<file path="src/source/nice_conv_pkg.sv">
// elements are the signed low byte of each memory word; sums wrap at 32 bits
package nice_conv_pkg;

  //////////////////////////////
  // data types
  //////////////////////////////

  // one kernel weight or image pixel
  typedef logic signed [7:0] pixel_t;

  // convolution sum and the stored result word
  typedef logic signed [31:0] acc_t;

  //////////////////////////////
  // controller and bus unit
  //////////////////////////////

  // controller states
  typedef enum logic [2:0] {
    ST_IDLE,
    ST_LOAD_KERNEL,
    ST_LOAD_IMAGE,
    ST_CONVOLVE,
    ST_RESPOND
  } ctrl_state_t;

  // operation run by the load/store unit
  typedef enum logic [1:0] {
    OP_NONE,
    OP_READ_KERNEL,
    OP_READ_IMAGE,
    OP_WRITE_RESULT
  } op_t;

endpackage

</file>
<file path="src/source/nice_isa_pkg.sv">
// RV32 R-type custom3 decode only; word transfers of 32 bits on a 32-bit address bus
package nice_isa_pkg;

  //////////////////////////////
  // core and bus widths
  //////////////////////////////
  typedef logic [31:0] xlen_t;
  typedef logic [31:0] addr_t;

  // R-type instruction fields
  typedef logic [6:0] opcode_t;
  typedef logic [2:0] funct3_t;
  typedef logic [6:0] funct7_t;

  //////////////////////////////
  // custom3 encodings
  //////////////////////////////
  localparam opcode_t OPC_CUSTOM3 = 7'b1111011;

  // all three instructions share one func3
  localparam funct3_t F3_CONV = 3'b010;

  // func7 picks the instruction
  localparam funct7_t F7_LOAD_KERNEL = 7'b0001011;
  localparam funct7_t F7_LOAD_IMAGE  = 7'b0001111;
  localparam funct7_t F7_START_CONV  = 7'b0010000;

  // bus transfer details
  localparam int         WORD_BYTES = 4;
  localparam logic [1:0] SIZE_WORD  = 2'b10;

endpackage
</file>
<file path="src/source/nice_conv_top.sv">
// custom3 conv accelerator; the bus must answer every command, in order
`timescale 1ns/100ps

module nice_conv_top #(
  parameter int KERNEL_NUM   = 5,
  parameter int KERNEL_WIDTH = 3,
  parameter int IMAGE_WIDTH  = 14
) (
  input  logic                nice_clk,
  input  logic                nice_rst_n,
  output logic                nice_active,
  output logic                nice_mem_holdup,
  input  logic                nice_req_valid,
  output logic                nice_req_ready,
  input  nice_isa_pkg::xlen_t nice_req_inst,
  input  nice_isa_pkg::addr_t nice_req_rs1,
  output logic                nice_rsp_valid,
  input  logic                nice_rsp_ready,
  output nice_isa_pkg::xlen_t nice_rsp_rdat,
  output logic                nice_rsp_err,
  output logic                nice_icb_cmd_valid,
  input  logic                nice_icb_cmd_ready,
  output nice_isa_pkg::addr_t nice_icb_cmd_addr,
  output logic                nice_icb_cmd_read,
  output nice_isa_pkg::xlen_t nice_icb_cmd_wdata,
  output logic [1:0]          nice_icb_cmd_size,
  input  logic                nice_icb_rsp_valid,
  output logic                nice_icb_rsp_ready,
  input  nice_isa_pkg::xlen_t nice_icb_rsp_rdata,
  input  logic                nice_icb_rsp_err
);

  localparam int K_W = $clog2(KERNEL_NUM);
  localparam int P_W = $clog2(KERNEL_WIDTH * KERNEL_WIDTH);
  localparam int I_W = $clog2(IMAGE_WIDTH);

  logic                  op_start;
  nice_conv_pkg::op_t    op_kind;
  logic                  engine_start;
  logic                  op_done;
  logic                  rsp_err_seen;
  nice_isa_pkg::xlen_t   words_moved;
  logic                  result_valid;
  logic                  result_taken;
  nice_conv_pkg::acc_t   result_data;
  logic                  buf_wr_en;
  logic                  buf_wr_kernel;
  nice_conv_pkg::pixel_t buf_wr_data;
  logic [K_W-1:0]        kernel_rd_k;
  logic [P_W-1:0]        kernel_rd_pos;
  logic [I_W-1:0]        image_rd_row;
  logic [I_W-1:0]        image_rd_col;
  nice_conv_pkg::pixel_t kernel_rd_data;
  nice_conv_pkg::pixel_t image_rd_data;

  nice_ctrl u_ctrl (
    .nice_clk, .nice_rst_n,
    .nice_req_valid, .nice_req_ready, .nice_req_inst,
    .nice_rsp_valid, .nice_rsp_ready, .nice_rsp_rdat, .nice_rsp_err,
    .nice_active, .nice_mem_holdup,
    .op_start, .op_kind, .engine_start,
    .op_done, .rsp_err_seen, .words_moved
  );

  nice_lsu #(
    .KERNEL_NUM(KERNEL_NUM), .KERNEL_WIDTH(KERNEL_WIDTH), .IMAGE_WIDTH(IMAGE_WIDTH)
  ) u_lsu (
    .nice_clk, .nice_rst_n, .op_start, .op_kind, .nice_req_rs1,
    .nice_icb_cmd_valid, .nice_icb_cmd_ready, .nice_icb_cmd_addr,
    .nice_icb_cmd_read, .nice_icb_cmd_wdata, .nice_icb_cmd_size,
    .nice_icb_rsp_valid, .nice_icb_rsp_ready, .nice_icb_rsp_rdata, .nice_icb_rsp_err,
    .result_valid, .result_data, .result_taken,
    .buf_wr_en, .buf_wr_kernel, .buf_wr_data,
    .op_done, .rsp_err_seen, .words_moved
  );

  conv_buffers #(
    .KERNEL_NUM(KERNEL_NUM), .KERNEL_WIDTH(KERNEL_WIDTH), .IMAGE_WIDTH(IMAGE_WIDTH)
  ) u_buffers (
    .nice_clk, .nice_rst_n, .buf_wr_en, .buf_wr_kernel, .buf_wr_data,
    .kernel_rd_k, .kernel_rd_pos, .kernel_rd_data,
    .image_rd_row, .image_rd_col, .image_rd_data
  );

  conv_engine #(
    .KERNEL_NUM(KERNEL_NUM), .KERNEL_WIDTH(KERNEL_WIDTH), .IMAGE_WIDTH(IMAGE_WIDTH)
  ) u_engine (
    .nice_clk, .nice_rst_n, .engine_start, .result_taken,
    .kernel_rd_k, .kernel_rd_pos, .kernel_rd_data,
    .image_rd_row, .image_rd_col, .image_rd_data,
    .result_valid, .result_data
  );

endmodule

</file>
<file path="src/source/conv_engine.sv">
// valid-only convolution, stride 1; buffers must be loaded before engine_start
`timescale 1ns/100ps

module conv_engine #(
  parameter int  KERNEL_NUM   = 5,
  parameter int  KERNEL_WIDTH = 3,
  parameter int  IMAGE_WIDTH  = 14,
  localparam int OUT_WIDTH    = IMAGE_WIDTH - KERNEL_WIDTH + 1,
  localparam int K_W          = $clog2(KERNEL_NUM),
  localparam int P_W          = $clog2(KERNEL_WIDTH * KERNEL_WIDTH),
  localparam int I_W          = $clog2(IMAGE_WIDTH),
  localparam int W_W          = $clog2(KERNEL_WIDTH),
  localparam int O_W          = $clog2(OUT_WIDTH)
) (
  input  logic                  nice_clk,
  input  logic                  nice_rst_n,
  input  logic                  engine_start,
  input  logic                  result_taken,
  output logic [K_W-1:0]        kernel_rd_k,
  output logic [P_W-1:0]        kernel_rd_pos,
  input  nice_conv_pkg::pixel_t kernel_rd_data,
  output logic [I_W-1:0]        image_rd_row,
  output logic [I_W-1:0]        image_rd_col,
  input  nice_conv_pkg::pixel_t image_rd_data,
  output logic                  result_valid,
  output nice_conv_pkg::acc_t   result_data
);

  logic                busy;
  logic [K_W-1:0]      k_q;
  logic [O_W-1:0]      row_q;
  logic [O_W-1:0]      col_q;
  logic [W_W-1:0]      wi_q;
  logic [W_W-1:0]      wj_q;
  logic                step;
  logic                take;
  nice_conv_pkg::acc_t acc_q;
  nice_conv_pkg::acc_t product;

  // one window element per cycle and no step while a sum waits
  assign step = busy && !result_valid;
  assign take = result_valid && result_taken;

  assign kernel_rd_k   = k_q;
  assign kernel_rd_pos = P_W'(wi_q * KERNEL_WIDTH + wj_q);
  assign image_rd_row  = I_W'(row_q) + I_W'(wi_q);
  assign image_rd_col  = I_W'(col_q) + I_W'(wj_q);

  assign product = nice_conv_pkg::acc_t'(kernel_rd_data) * nice_conv_pkg::acc_t'(image_rd_data);

  //////////////////////////////
  // window and output walk
  //////////////////////////////
  always_ff @(posedge nice_clk or negedge nice_rst_n) begin
    if (!nice_rst_n) begin
      busy         <= 1'b0;
      result_valid <= 1'b0;
      k_q          <= '0;
      row_q        <= '0;
      col_q        <= '0;
      wi_q         <= '0;
      wj_q         <= '0;
    end else if (engine_start) begin
      busy         <= 1'b1;
      result_valid <= 1'b0;
      k_q          <= '0;
      row_q        <= '0;
      col_q        <= '0;
      wi_q         <= '0;
      wj_q         <= '0;
    end else if (step) begin
      if (wj_q == W_W'(KERNEL_WIDTH - 1)) begin
        wj_q <= '0;
        if (wi_q == W_W'(KERNEL_WIDTH - 1)) begin
          wi_q         <= '0;
          result_valid <= 1'b1;
        end else begin
          wi_q <= wi_q + 1'b1;
        end
      end else begin
        wj_q <= wj_q + 1'b1;
      end
    end else if (take) begin
      result_valid <= 1'b0;
      // column, then row, then kernel
      if (col_q == O_W'(OUT_WIDTH - 1)) begin
        col_q <= '0;
        if (row_q == O_W'(OUT_WIDTH - 1)) begin
          row_q <= '0;
          if (k_q == K_W'(KERNEL_NUM - 1)) begin
            k_q  <= '0;
            busy <= 1'b0;
          end else begin
            k_q <= k_q + 1'b1;
          end
        end else begin
          row_q <= row_q + 1'b1;
        end
      end else begin
        col_q <= col_q + 1'b1;
      end
    end
  end

  // accumulator cleared for every new window
  always_ff @(posedge nice_clk) begin
    if (engine_start || take) begin
      acc_q <= '0;
    end else if (step) begin
      acc_q <= acc_q + product;
    end
  end

  assign result_data = acc_q;

endmodule

</file>
<file path="src/source/conv_buffers.sv">
// write indices wrap when full, so a reload must bring a complete set of words
`timescale 1ns/100ps

module conv_buffers #(
  parameter int  KERNEL_NUM   = 5,
  parameter int  KERNEL_WIDTH = 3,
  parameter int  IMAGE_WIDTH  = 14,
  localparam int KW2          = KERNEL_WIDTH * KERNEL_WIDTH,
  localparam int K_W          = $clog2(KERNEL_NUM),
  localparam int P_W          = $clog2(KW2),
  localparam int I_W          = $clog2(IMAGE_WIDTH)
) (
  input  logic                  nice_clk,
  input  logic                  nice_rst_n,
  input  logic                  buf_wr_en,
  input  logic                  buf_wr_kernel,
  input  nice_conv_pkg::pixel_t buf_wr_data,
  input  logic [K_W-1:0]        kernel_rd_k,
  input  logic [P_W-1:0]        kernel_rd_pos,
  output nice_conv_pkg::pixel_t kernel_rd_data,
  input  logic [I_W-1:0]        image_rd_row,
  input  logic [I_W-1:0]        image_rd_col,
  output nice_conv_pkg::pixel_t image_rd_data
);

  nice_conv_pkg::pixel_t kernel_mem [KERNEL_NUM][KW2];
  nice_conv_pkg::pixel_t image_mem  [IMAGE_WIDTH][IMAGE_WIDTH];

  logic [K_W-1:0] wr_k;
  logic [P_W-1:0] wr_pos;
  logic [I_W-1:0] wr_row;
  logic [I_W-1:0] wr_col;
  logic           kernel_we;
  logic           image_we;

  assign kernel_we = buf_wr_en && buf_wr_kernel;
  assign image_we  = buf_wr_en && !buf_wr_kernel;

  //////////////////////////////
  // write indices
  //////////////////////////////
  always_ff @(posedge nice_clk or negedge nice_rst_n) begin
    if (!nice_rst_n) begin
      wr_k   <= '0;
      wr_pos <= '0;
      wr_row <= '0;
      wr_col <= '0;
    end else begin
      // kernel then position
      if (kernel_we) begin
        if (wr_pos == P_W'(KW2 - 1)) begin
          wr_pos <= '0;
          wr_k   <= (wr_k == K_W'(KERNEL_NUM - 1)) ? '0 : wr_k + 1'b1;
        end else begin
          wr_pos <= wr_pos + 1'b1;
        end
      end
      // row then column
      if (image_we) begin
        if (wr_col == I_W'(IMAGE_WIDTH - 1)) begin
          wr_col <= '0;
          wr_row <= (wr_row == I_W'(IMAGE_WIDTH - 1)) ? '0 : wr_row + 1'b1;
        end else begin
          wr_col <= wr_col + 1'b1;
        end
      end
    end
  end

  always_ff @(posedge nice_clk) begin
    if (kernel_we) begin
      kernel_mem[wr_k][wr_pos] <= buf_wr_data;
    end
    if (image_we) begin
      image_mem[wr_row][wr_col] <= buf_wr_data;
    end
  end

  // read ports for the engine
  assign kernel_rd_data = kernel_mem[kernel_rd_k][kernel_rd_pos];
  assign image_rd_data  = image_mem[image_rd_row][image_rd_col];

endmodule

</file>
<file path="src/source/nice_lsu.sv">
// responses must return in command order; commands may run ahead of responses
`timescale 1ns/100ps

module nice_lsu #(
  parameter int KERNEL_NUM   = 5,
  parameter int KERNEL_WIDTH = 3,
  parameter int IMAGE_WIDTH  = 14
) (
  input  logic                  nice_clk,
  input  logic                  nice_rst_n,
  input  logic                  op_start,
  input  nice_conv_pkg::op_t    op_kind,
  input  nice_isa_pkg::addr_t   nice_req_rs1,
  output logic                  nice_icb_cmd_valid,
  input  logic                  nice_icb_cmd_ready,
  output nice_isa_pkg::addr_t   nice_icb_cmd_addr,
  output logic                  nice_icb_cmd_read,
  output nice_isa_pkg::xlen_t   nice_icb_cmd_wdata,
  output logic [1:0]            nice_icb_cmd_size,
  input  logic                  nice_icb_rsp_valid,
  output logic                  nice_icb_rsp_ready,
  input  nice_isa_pkg::xlen_t   nice_icb_rsp_rdata,
  input  logic                  nice_icb_rsp_err,
  input  logic                  result_valid,
  input  nice_conv_pkg::acc_t   result_data,
  output logic                  result_taken,
  output logic                  buf_wr_en,
  output logic                  buf_wr_kernel,
  output nice_conv_pkg::pixel_t buf_wr_data,
  output logic                  op_done,
  output logic                  rsp_err_seen,
  output nice_isa_pkg::xlen_t   words_moved
);

  localparam int OUT_WIDTH    = IMAGE_WIDTH - KERNEL_WIDTH + 1;
  localparam int KERNEL_WORDS = KERNEL_NUM * KERNEL_WIDTH * KERNEL_WIDTH;
  localparam int IMAGE_WORDS  = IMAGE_WIDTH * IMAGE_WIDTH;
  localparam int RESULT_WORDS = KERNEL_NUM * OUT_WIDTH * OUT_WIDTH;

  nice_conv_pkg::op_t  kind_q;
  nice_isa_pkg::addr_t addr_q;
  nice_isa_pkg::xlen_t total_sel;
  nice_isa_pkg::xlen_t total_q;
  nice_isa_pkg::xlen_t cmd_cnt;
  nice_isa_pkg::xlen_t rsp_cnt;
  logic                active;
  logic                is_write;
  logic                cmd_hsk;
  logic                rsp_hsk;

  always_comb begin
    case (op_kind)
      nice_conv_pkg::OP_READ_KERNEL:  total_sel = nice_isa_pkg::xlen_t'(KERNEL_WORDS);
      nice_conv_pkg::OP_READ_IMAGE:   total_sel = nice_isa_pkg::xlen_t'(IMAGE_WORDS);
      nice_conv_pkg::OP_WRITE_RESULT: total_sel = nice_isa_pkg::xlen_t'(RESULT_WORDS);
      default:                        total_sel = '0;
    endcase
  end

  assign is_write = (kind_q == nice_conv_pkg::OP_WRITE_RESULT);
  assign cmd_hsk  = nice_icb_cmd_valid && nice_icb_cmd_ready;
  assign rsp_hsk  = nice_icb_rsp_valid && nice_icb_rsp_ready && active;

  //////////////////////////////
  // command side
  //////////////////////////////

  // stores wait for the engine to hold a finished sum
  assign nice_icb_cmd_valid = active && (cmd_cnt != total_q) && (!is_write || result_valid);
  assign nice_icb_cmd_addr  = addr_q;
  assign nice_icb_cmd_read  = !is_write;
  assign nice_icb_cmd_wdata = nice_isa_pkg::xlen_t'(result_data);
  assign nice_icb_cmd_size  = nice_isa_pkg::SIZE_WORD;
  assign result_taken       = cmd_hsk && is_write;

  always_ff @(posedge nice_clk) begin
    if (op_start) begin
      addr_q <= nice_req_rs1;
    end else if (cmd_hsk) begin
      addr_q <= addr_q + nice_isa_pkg::addr_t'(nice_isa_pkg::WORD_BYTES);
    end
  end

  always_ff @(posedge nice_clk or negedge nice_rst_n) begin
    if (!nice_rst_n) begin
      kind_q  <= nice_conv_pkg::OP_NONE;
      total_q <= '0;
      cmd_cnt <= '0;
      rsp_cnt <= '0;
      active  <= 1'b0;
    end else if (op_start) begin
      kind_q  <= op_kind;
      total_q <= total_sel;
      cmd_cnt <= '0;
      rsp_cnt <= '0;
      active  <= 1'b1;
    end else begin
      if (cmd_hsk) begin
        cmd_cnt <= cmd_cnt + 1'b1;
      end
      if (rsp_hsk) begin
        rsp_cnt <= rsp_cnt + 1'b1;
        if (op_done) begin
          active <= 1'b0;
        end
      end
    end
  end

  //////////////////////////////
  // response side
  //////////////////////////////
  assign nice_icb_rsp_ready = 1'b1;
  assign op_done            = rsp_hsk && (rsp_cnt == total_q - 1'b1);
  assign rsp_err_seen       = rsp_hsk && nice_icb_rsp_err;
  assign words_moved        = rsp_cnt;

  // only the low byte of a loaded word is kept
  assign buf_wr_en     = rsp_hsk && !is_write;
  assign buf_wr_kernel = (kind_q == nice_conv_pkg::OP_READ_KERNEL);
  assign buf_wr_data   = nice_conv_pkg::pixel_t'(nice_icb_rsp_rdata[7:0]);

endmodule

</file>
<file path="src/source/nice_ctrl.sv">
// one instruction at a time; unsupported instructions are answered with err and rdat zero
`timescale 1ns/100ps

module nice_ctrl (
  input  logic                nice_clk,
  input  logic                nice_rst_n,
  input  logic                nice_req_valid,
  output logic                nice_req_ready,
  input  nice_isa_pkg::xlen_t nice_req_inst,
  output logic                nice_rsp_valid,
  input  logic                nice_rsp_ready,
  output nice_isa_pkg::xlen_t nice_rsp_rdat,
  output logic                nice_rsp_err,
  output logic                nice_active,
  output logic                nice_mem_holdup,
  output logic                op_start,
  output nice_conv_pkg::op_t  op_kind,
  output logic                engine_start,
  input  logic                op_done,
  input  logic                rsp_err_seen,
  input  nice_isa_pkg::xlen_t words_moved
);

  nice_isa_pkg::opcode_t       opcode;
  nice_isa_pkg::funct3_t       funct3;
  nice_isa_pkg::funct7_t       funct7;
  nice_conv_pkg::ctrl_state_t  state;
  nice_conv_pkg::ctrl_state_t  state_nxt;
  logic                        conv_group;
  logic                        is_load_kernel;
  logic                        is_load_image;
  logic                        is_start_conv;
  logic                        is_supported;
  logic                        req_hsk;
  logic                        err_q;
  logic                        illegal_q;

  //////////////////////////////
  // decode
  //////////////////////////////
  assign opcode = nice_req_inst[6:0];
  assign funct3 = nice_req_inst[14:12];
  assign funct7 = nice_req_inst[31:25];

  assign conv_group     = (opcode == nice_isa_pkg::OPC_CUSTOM3) &&
                          (funct3 == nice_isa_pkg::F3_CONV);
  assign is_load_kernel = conv_group && (funct7 == nice_isa_pkg::F7_LOAD_KERNEL);
  assign is_load_image  = conv_group && (funct7 == nice_isa_pkg::F7_LOAD_IMAGE);
  assign is_start_conv  = conv_group && (funct7 == nice_isa_pkg::F7_START_CONV);
  assign is_supported   = is_load_kernel || is_load_image || is_start_conv;

  assign nice_req_ready = (state == nice_conv_pkg::ST_IDLE);
  assign req_hsk        = nice_req_valid && nice_req_ready;

  // handed to the bus unit in the accept cycle
  assign op_start     = req_hsk && is_supported;
  assign engine_start = req_hsk && is_start_conv;

  always_comb begin
    op_kind = nice_conv_pkg::OP_NONE;
    if (is_load_kernel) begin
      op_kind = nice_conv_pkg::OP_READ_KERNEL;
    end else if (is_load_image) begin
      op_kind = nice_conv_pkg::OP_READ_IMAGE;
    end else if (is_start_conv) begin
      op_kind = nice_conv_pkg::OP_WRITE_RESULT;
    end
  end

  //////////////////////////////
  // FSM
  //////////////////////////////
  always_comb begin
    state_nxt = state;
    case (state)
      nice_conv_pkg::ST_IDLE: begin
        if (req_hsk) begin
          if (is_load_kernel) begin
            state_nxt = nice_conv_pkg::ST_LOAD_KERNEL;
          end else if (is_load_image) begin
            state_nxt = nice_conv_pkg::ST_LOAD_IMAGE;
          end else if (is_start_conv) begin
            state_nxt = nice_conv_pkg::ST_CONVOLVE;
          end else begin
            state_nxt = nice_conv_pkg::ST_RESPOND;
          end
        end
      end
      nice_conv_pkg::ST_LOAD_KERNEL,
      nice_conv_pkg::ST_LOAD_IMAGE,
      nice_conv_pkg::ST_CONVOLVE: begin
        if (op_done) begin
          state_nxt = nice_conv_pkg::ST_RESPOND;
        end
      end
      nice_conv_pkg::ST_RESPOND: begin
        if (nice_rsp_ready) begin
          state_nxt = nice_conv_pkg::ST_IDLE;
        end
      end
      default: state_nxt = nice_conv_pkg::ST_IDLE;
    endcase
  end

  always_ff @(posedge nice_clk or negedge nice_rst_n) begin
    if (!nice_rst_n) begin
      state     <= nice_conv_pkg::ST_IDLE;
      err_q     <= 1'b0;
      illegal_q <= 1'b0;
    end else begin
      state <= state_nxt;
      if (req_hsk) begin
        err_q     <= !is_supported;
        illegal_q <= !is_supported;
      end else if (rsp_err_seen) begin
        // sticky until the next instruction
        err_q <= 1'b1;
      end
    end
  end

  //////////////////////////////
  // response and status
  //////////////////////////////
  assign nice_rsp_valid = (state == nice_conv_pkg::ST_RESPOND);
  assign nice_rsp_err   = err_q;
  // count stays put in the bus unit until its next operation
  assign nice_rsp_rdat  = illegal_q ? '0 : words_moved;

  assign nice_active     = (state == nice_conv_pkg::ST_IDLE) ? nice_req_valid : 1'b1;
  assign nice_mem_holdup = (state == nice_conv_pkg::ST_LOAD_KERNEL) ||
                           (state == nice_conv_pkg::ST_LOAD_IMAGE)  ||
                           (state == nice_conv_pkg::ST_CONVOLVE);

endmodule

</file>
<file path="config.mk">
export PLATFORM = sky130hd
export DESIGN_NAME = nice_conv_top
export DESIGN_NICKNAME = d
export VERILOG_FILES = /design/src/source/nice_conv_pkg.sv /design/src/source/nice_isa_pkg.sv /design/src/source/nice_conv_top.sv /design/src/source/conv_engine.sv /design/src/source/conv_buffers.sv /design/src/source/nice_lsu.sv /design/src/source/nice_ctrl.sv
export SDC_FILE = /design/constraint.sdc
export NUM_CORES = 2
export LEC_CHECK = 0
export BUFFER_PORTS_ARGS = -buffer_cell sky130_fd_sc_hd__buf_2
export CORE_MARGIN = 2
export CORE_UTILIZATION = 32
export DETAILED_ROUTE_END_ITERATION = 12
export MAX_ROUTING_LAYER = met4
export PLACE_DENSITY_LB_ADDON = 0.2
export SLEW_MARGIN = 20
export SYNTH_ARGS = -nofsm -noshare
export SYNTH_HDL_FRONTEND = slang
export SYNTH_HIERARCHICAL = 1
export SYNTH_SLANG_ARGS = --single-unit
</file>
<file path="constraint.sdc">
create_clock -name nice_clk -period 8.45 [get_ports nice_clk]
set_input_delay 1.69 -clock nice_clk [delete_from_list [all_inputs] [get_ports nice_clk]]
set_output_delay 1.69 -clock nice_clk [all_outputs]
set_load 0.03 [all_outputs]
</file>
==> impl_metrics.csv <==
group,metric,value,unit
outcome,status,"finished, violations left",
outcome,violations,"negative setup slack",
placed_design,port_buffers,166,
global_route,grt_overflow,0,
timing,period_needed,8.50,ns
setup_path,critPathKind,"flip-flop to flip-flop",
floorplan,io-pin-count,209,
cells_and_area,final_common_cell,"edfxtp_1",
placed_design,gp_congestion,0.865,
placed_design,dp.cells,9600,
setup_path,slowest_delay,0.59,ns
floorplan,die_area,0.289,mm2
power,leakagePower,38.3,nW
global_route,grt_usage,18.3,%
synth,ys_dominant_reg_cell,"edfxtp_1",
floorplan,rows,196,
clocking,clockBufferDepth,4,
power,power.density,198,mW/mm2
timing,skew,0.0990,ns
floorplan,dieHeight,538,um
timing,setup_ws,-0.0517,ns
setup_path,cp_slowest_cell,"mux4_2",
flow_run,cap_violations,0,
clocking,clk_pin_slew_worst_paths,0.06,ns
cells_and_area,fin_nets,6450,
global_route,grt_pass1_vias,52200,
clocking,cts-root-buf,"clkbuf_16",
setup_path,end_kind,"flip-flop",
placed_design,hpwlAfterDp,170,mm
synth,synth_seq_area_share,68.2,%
timing,post-route-period-util,101,%
floorplan,core_area,0.284,mm2
setup_path,crit_top_cell,"buf_6",
timing,finalHoldViolations,0,
synth,yosys_warnings,6,
drt,avgViaCountPerCell,5.16,
synth,ys_seq_elements,2100,
cells_and_area,final_core_utilization,38.0,%
drt,routedWlPerCell,26.0,um
setup_path,required,9.15,ns
cells_and_area,final_cells,10100,
global_route,antenna_found_initial,5,
floorplan,initial_utilization,32.1,%
clocking,cts_tree,"done",
cells_and_area,num-fill-cells,26600,
timing,max_slew_margin,22.0,%
drt,drt-total-wl,261,mm
setup_path,arrival,9.20,ns
clocking,htreeDepth,4,
synth,synthCells,5497,
synth,synth_area,0.0912,mm2
drt,vias,51900,
drt,first_pass_iters,6,
cells_and_area,area_growth,18.6,%
global_route,grt_pass1_wl,376,mm
synth,syn_area_per_cell,16.6,um2
synth,synth_cell_type_count,103,
drt,drtIter0Drc,4440,
timing,final-setup-viol-count,2,
timing,maxSlewViolCount,0,
timing,tightest_slew,1.17,ns
clocking,cts-buffers-inserted,231,
min_path,hold_path_class,"flip-flop to flip-flop",
cells_and_area,mostFrequentLayoutCells,"1960 x edfxtp_1, 449 x buf_4, 416 x nor2_1, 339 x mux4_2, 337 x nand2_1",
drt,drc,0,
clocking,clk_latency,0.92,ns
global_route,grt_max_degree,128,
setup_path,crit_fanout,8,
clocking,cts.sink_count,2100,
cells_and_area,drive_gt1_share,26.0,%
power,worst_ir_drop_vdd,0.160,mV
synth,synth_edf_count,1960,
drt,ant_nets,0,
timing,rsz0062_at_grt,"yes",
timing,fmax,0.118,GHz
floorplan,die_x,538,um
synth,synthArstFlopShare,5.14,%
setup_path,cp-start-kind,"flip-flop",
setup_path,regToRegSetupSlack,-0.05,ns
-- worst max-delay path: cells and delay by family (launching register included) --
family | cells | cell delay, ns
AOI/OAI and AO/OA | 6 | 0.84
DFF | 1 | 0.41
adders and majority gates | 8 | 2.92
and+or+nand+nor | 6 | 1.61
buffers and inverters | 11 | 1.32
muxes | 3 | 1.18
-- registers in the layout, indices dropped and copies added, names as in the netlist --
name / count
u_lsu/cmd_cnt: 32
u_ctrl/state: 3
u_buffers/image_mem: 1568
u_buffers/wr_k: 3
u_engine/row_q: 4
u_buffers/wr_row: 4
u_buffers/kernel_mem: 360
u_lsu/total_q: 4
u_ctrl/nice_rsp_err: 1
u_buffers/wr_col: 4
u_lsu/words_moved: 32
u_lsu/nice_icb_cmd_addr: 32
u_ctrl/illegal_q: 1
u_lsu/kind_q: 2
u_engine/wi_q: 2
u_engine/wj_q: 2
u_engine/kernel_rd_k: 3
u_lsu/active: 1
u_engine/col_q: 4
u_engine/busy: 1
u_engine/result_valid: 1
u_engine/result_data: 32
u_buffers/wr_pos: 4
-- cell type report --
| class | instances | area (um2) | area share, % |
|---|---|---|---|
| Timing Repair inverter | 1 | 11.3 | 0.0104 |
| Timing Repair Buffer | 706 | 6040 | 5.58 |
| Inverter | 138 | 539 | 0.498 |
| Antenna cell | 6 | 15.0 | 0.0139 |
| Multi-Input combinational cell | 2931 | 27400 | 25.4 |
| Sequential cell | 2100 | 62200 | 57.5 |
| Clock inverter | 133 | 1220 | 1.13 |
| Tap cell | 3762 | 4710 | 4.35 |
| Clock buffer | 284 | 6050 | 5.59 |
-- kinds of logic after synthesis --
logic type,Yosys count,share of synthesized area [%]
DFF,2100,68.2
xor gates and xnor gates,109,1.05
adders and majority gates,238,4.42
and+or+nand+nor,1266,6.64
other,2,0.00823
AOI/OAI and AO/OA,608,4.30
buffers and inverters,467,2.58
muxes,707,12.8
-- metrics by stage --
step	cell area, um2	setup WS, ns	total power [W]	setup TNS [ns]	hold WS (ns)
finish	108000	-0.0517	0.0214	-0.0637	0.477
CTS	108000	0.00758	0.0216	0	0.478
global placement	99800	-0.677	0.0118	-9.78	0.465
global route	108000	-0.283	0.0220	-2.59	0.512
detailed placement	99800	-0.625	0.0118	-8.87	0.469
floorplan	91200	0.140	0.0117	0	0.445
-- power breakdown --
group | internal (W) | switching, W | total (W)
combinational | 0.0000272 | 0.000198 | 0.000225
clock | 0.00568 | 0.00413 | 0.00981
sequential | 0.0114 | 0.000000976 | 0.0114
-- path summary, 6_finish.rpt --
kind / startpoint / to / cells past startpoint
max: u_engine/wi_q[0]$_DFFE_PN0P_ / u_engine/result_data[29]$_SDFFE_PP0P_ / 34
min: u_engine/result_data[3]$_SDFFE_PP0P_ / u_engine/result_data[3]$_SDFFE_PP0P_ / 2
max reg2reg: u_engine/wi_q[0]$_DFFE_PN0P_ / u_engine/result_data[29]$_SDFFE_PP0P_ / 34
min reg2reg: u_engine/result_data[3]$_SDFFE_PP0P_ / u_engine/result_data[3]$_SDFFE_PP0P_ / 2
max in group asynchronous: nice_rst_n / u_engine/kernel_rd_k[0]$_DFFE_PN0P_ / 2
min in group asynchronous: nice_rst_n / u_ctrl/state[2]$_DFFE_PN0P_ / 1
-- synth_stat cells, types with 37 or more instances --
| master | instances | share of area (%) |
|---|---|---|
| edfxtp_1 | 1960 | 65 |
| mux4_2 | 339 | 8.4 |
| nand4_1 | 56 | 0.38 |
| inv_1 | 137 | 0.56 |
| nand2_1 | 348 | 1.4 |
| mux2i_1 | 247 | 2.7 |
| nor2b_1 | 79 | 0.54 |
| clkbuf_1 | 126 | 0.52 |
| ha_1 | 98 | 1.3 |
| and2_1 | 49 | 0.34 |
| buf_2 | 65 | 0.36 |
| buf_4 | 84 | 0.69 |
| nor2_1 | 421 | 1.7 |
| xor2_1 | 73 | 0.70 |
| o21ai_0 | 140 | 0.77 |
| a22oi_1 | 46 | 0.38 |
| nand3_1 | 101 | 0.55 |
| fa_1 | 140 | 3.1 |
| dfrtp_1 | 108 | 3.0 |
| and3_1 | 37 | 0.25 |
| mux2_2 | 105 | 1.3 |
| a21oi_1 | 166 | 0.91 |
-- routing by layer --
metal	track usage [%]	part of all wire [%]	routed length, um	vias up
li1	-	-	-	22500
met1	24.4	44	115000	27600
met2	29.4	48	126000	1449
met3	2.23	5.0	13100	370
met4	5.44	3.0	7790	0
met5	-	0	0	-
-- timing repair --
action	CTS	global route
hold buffers	0	0
endpoints found under the setup margin	21	20
setup buffers	24	10
gates cloned	3	1
gates resized for setup	102	48
pin swaps	31	15
Power figures use the tool's default switching activity.
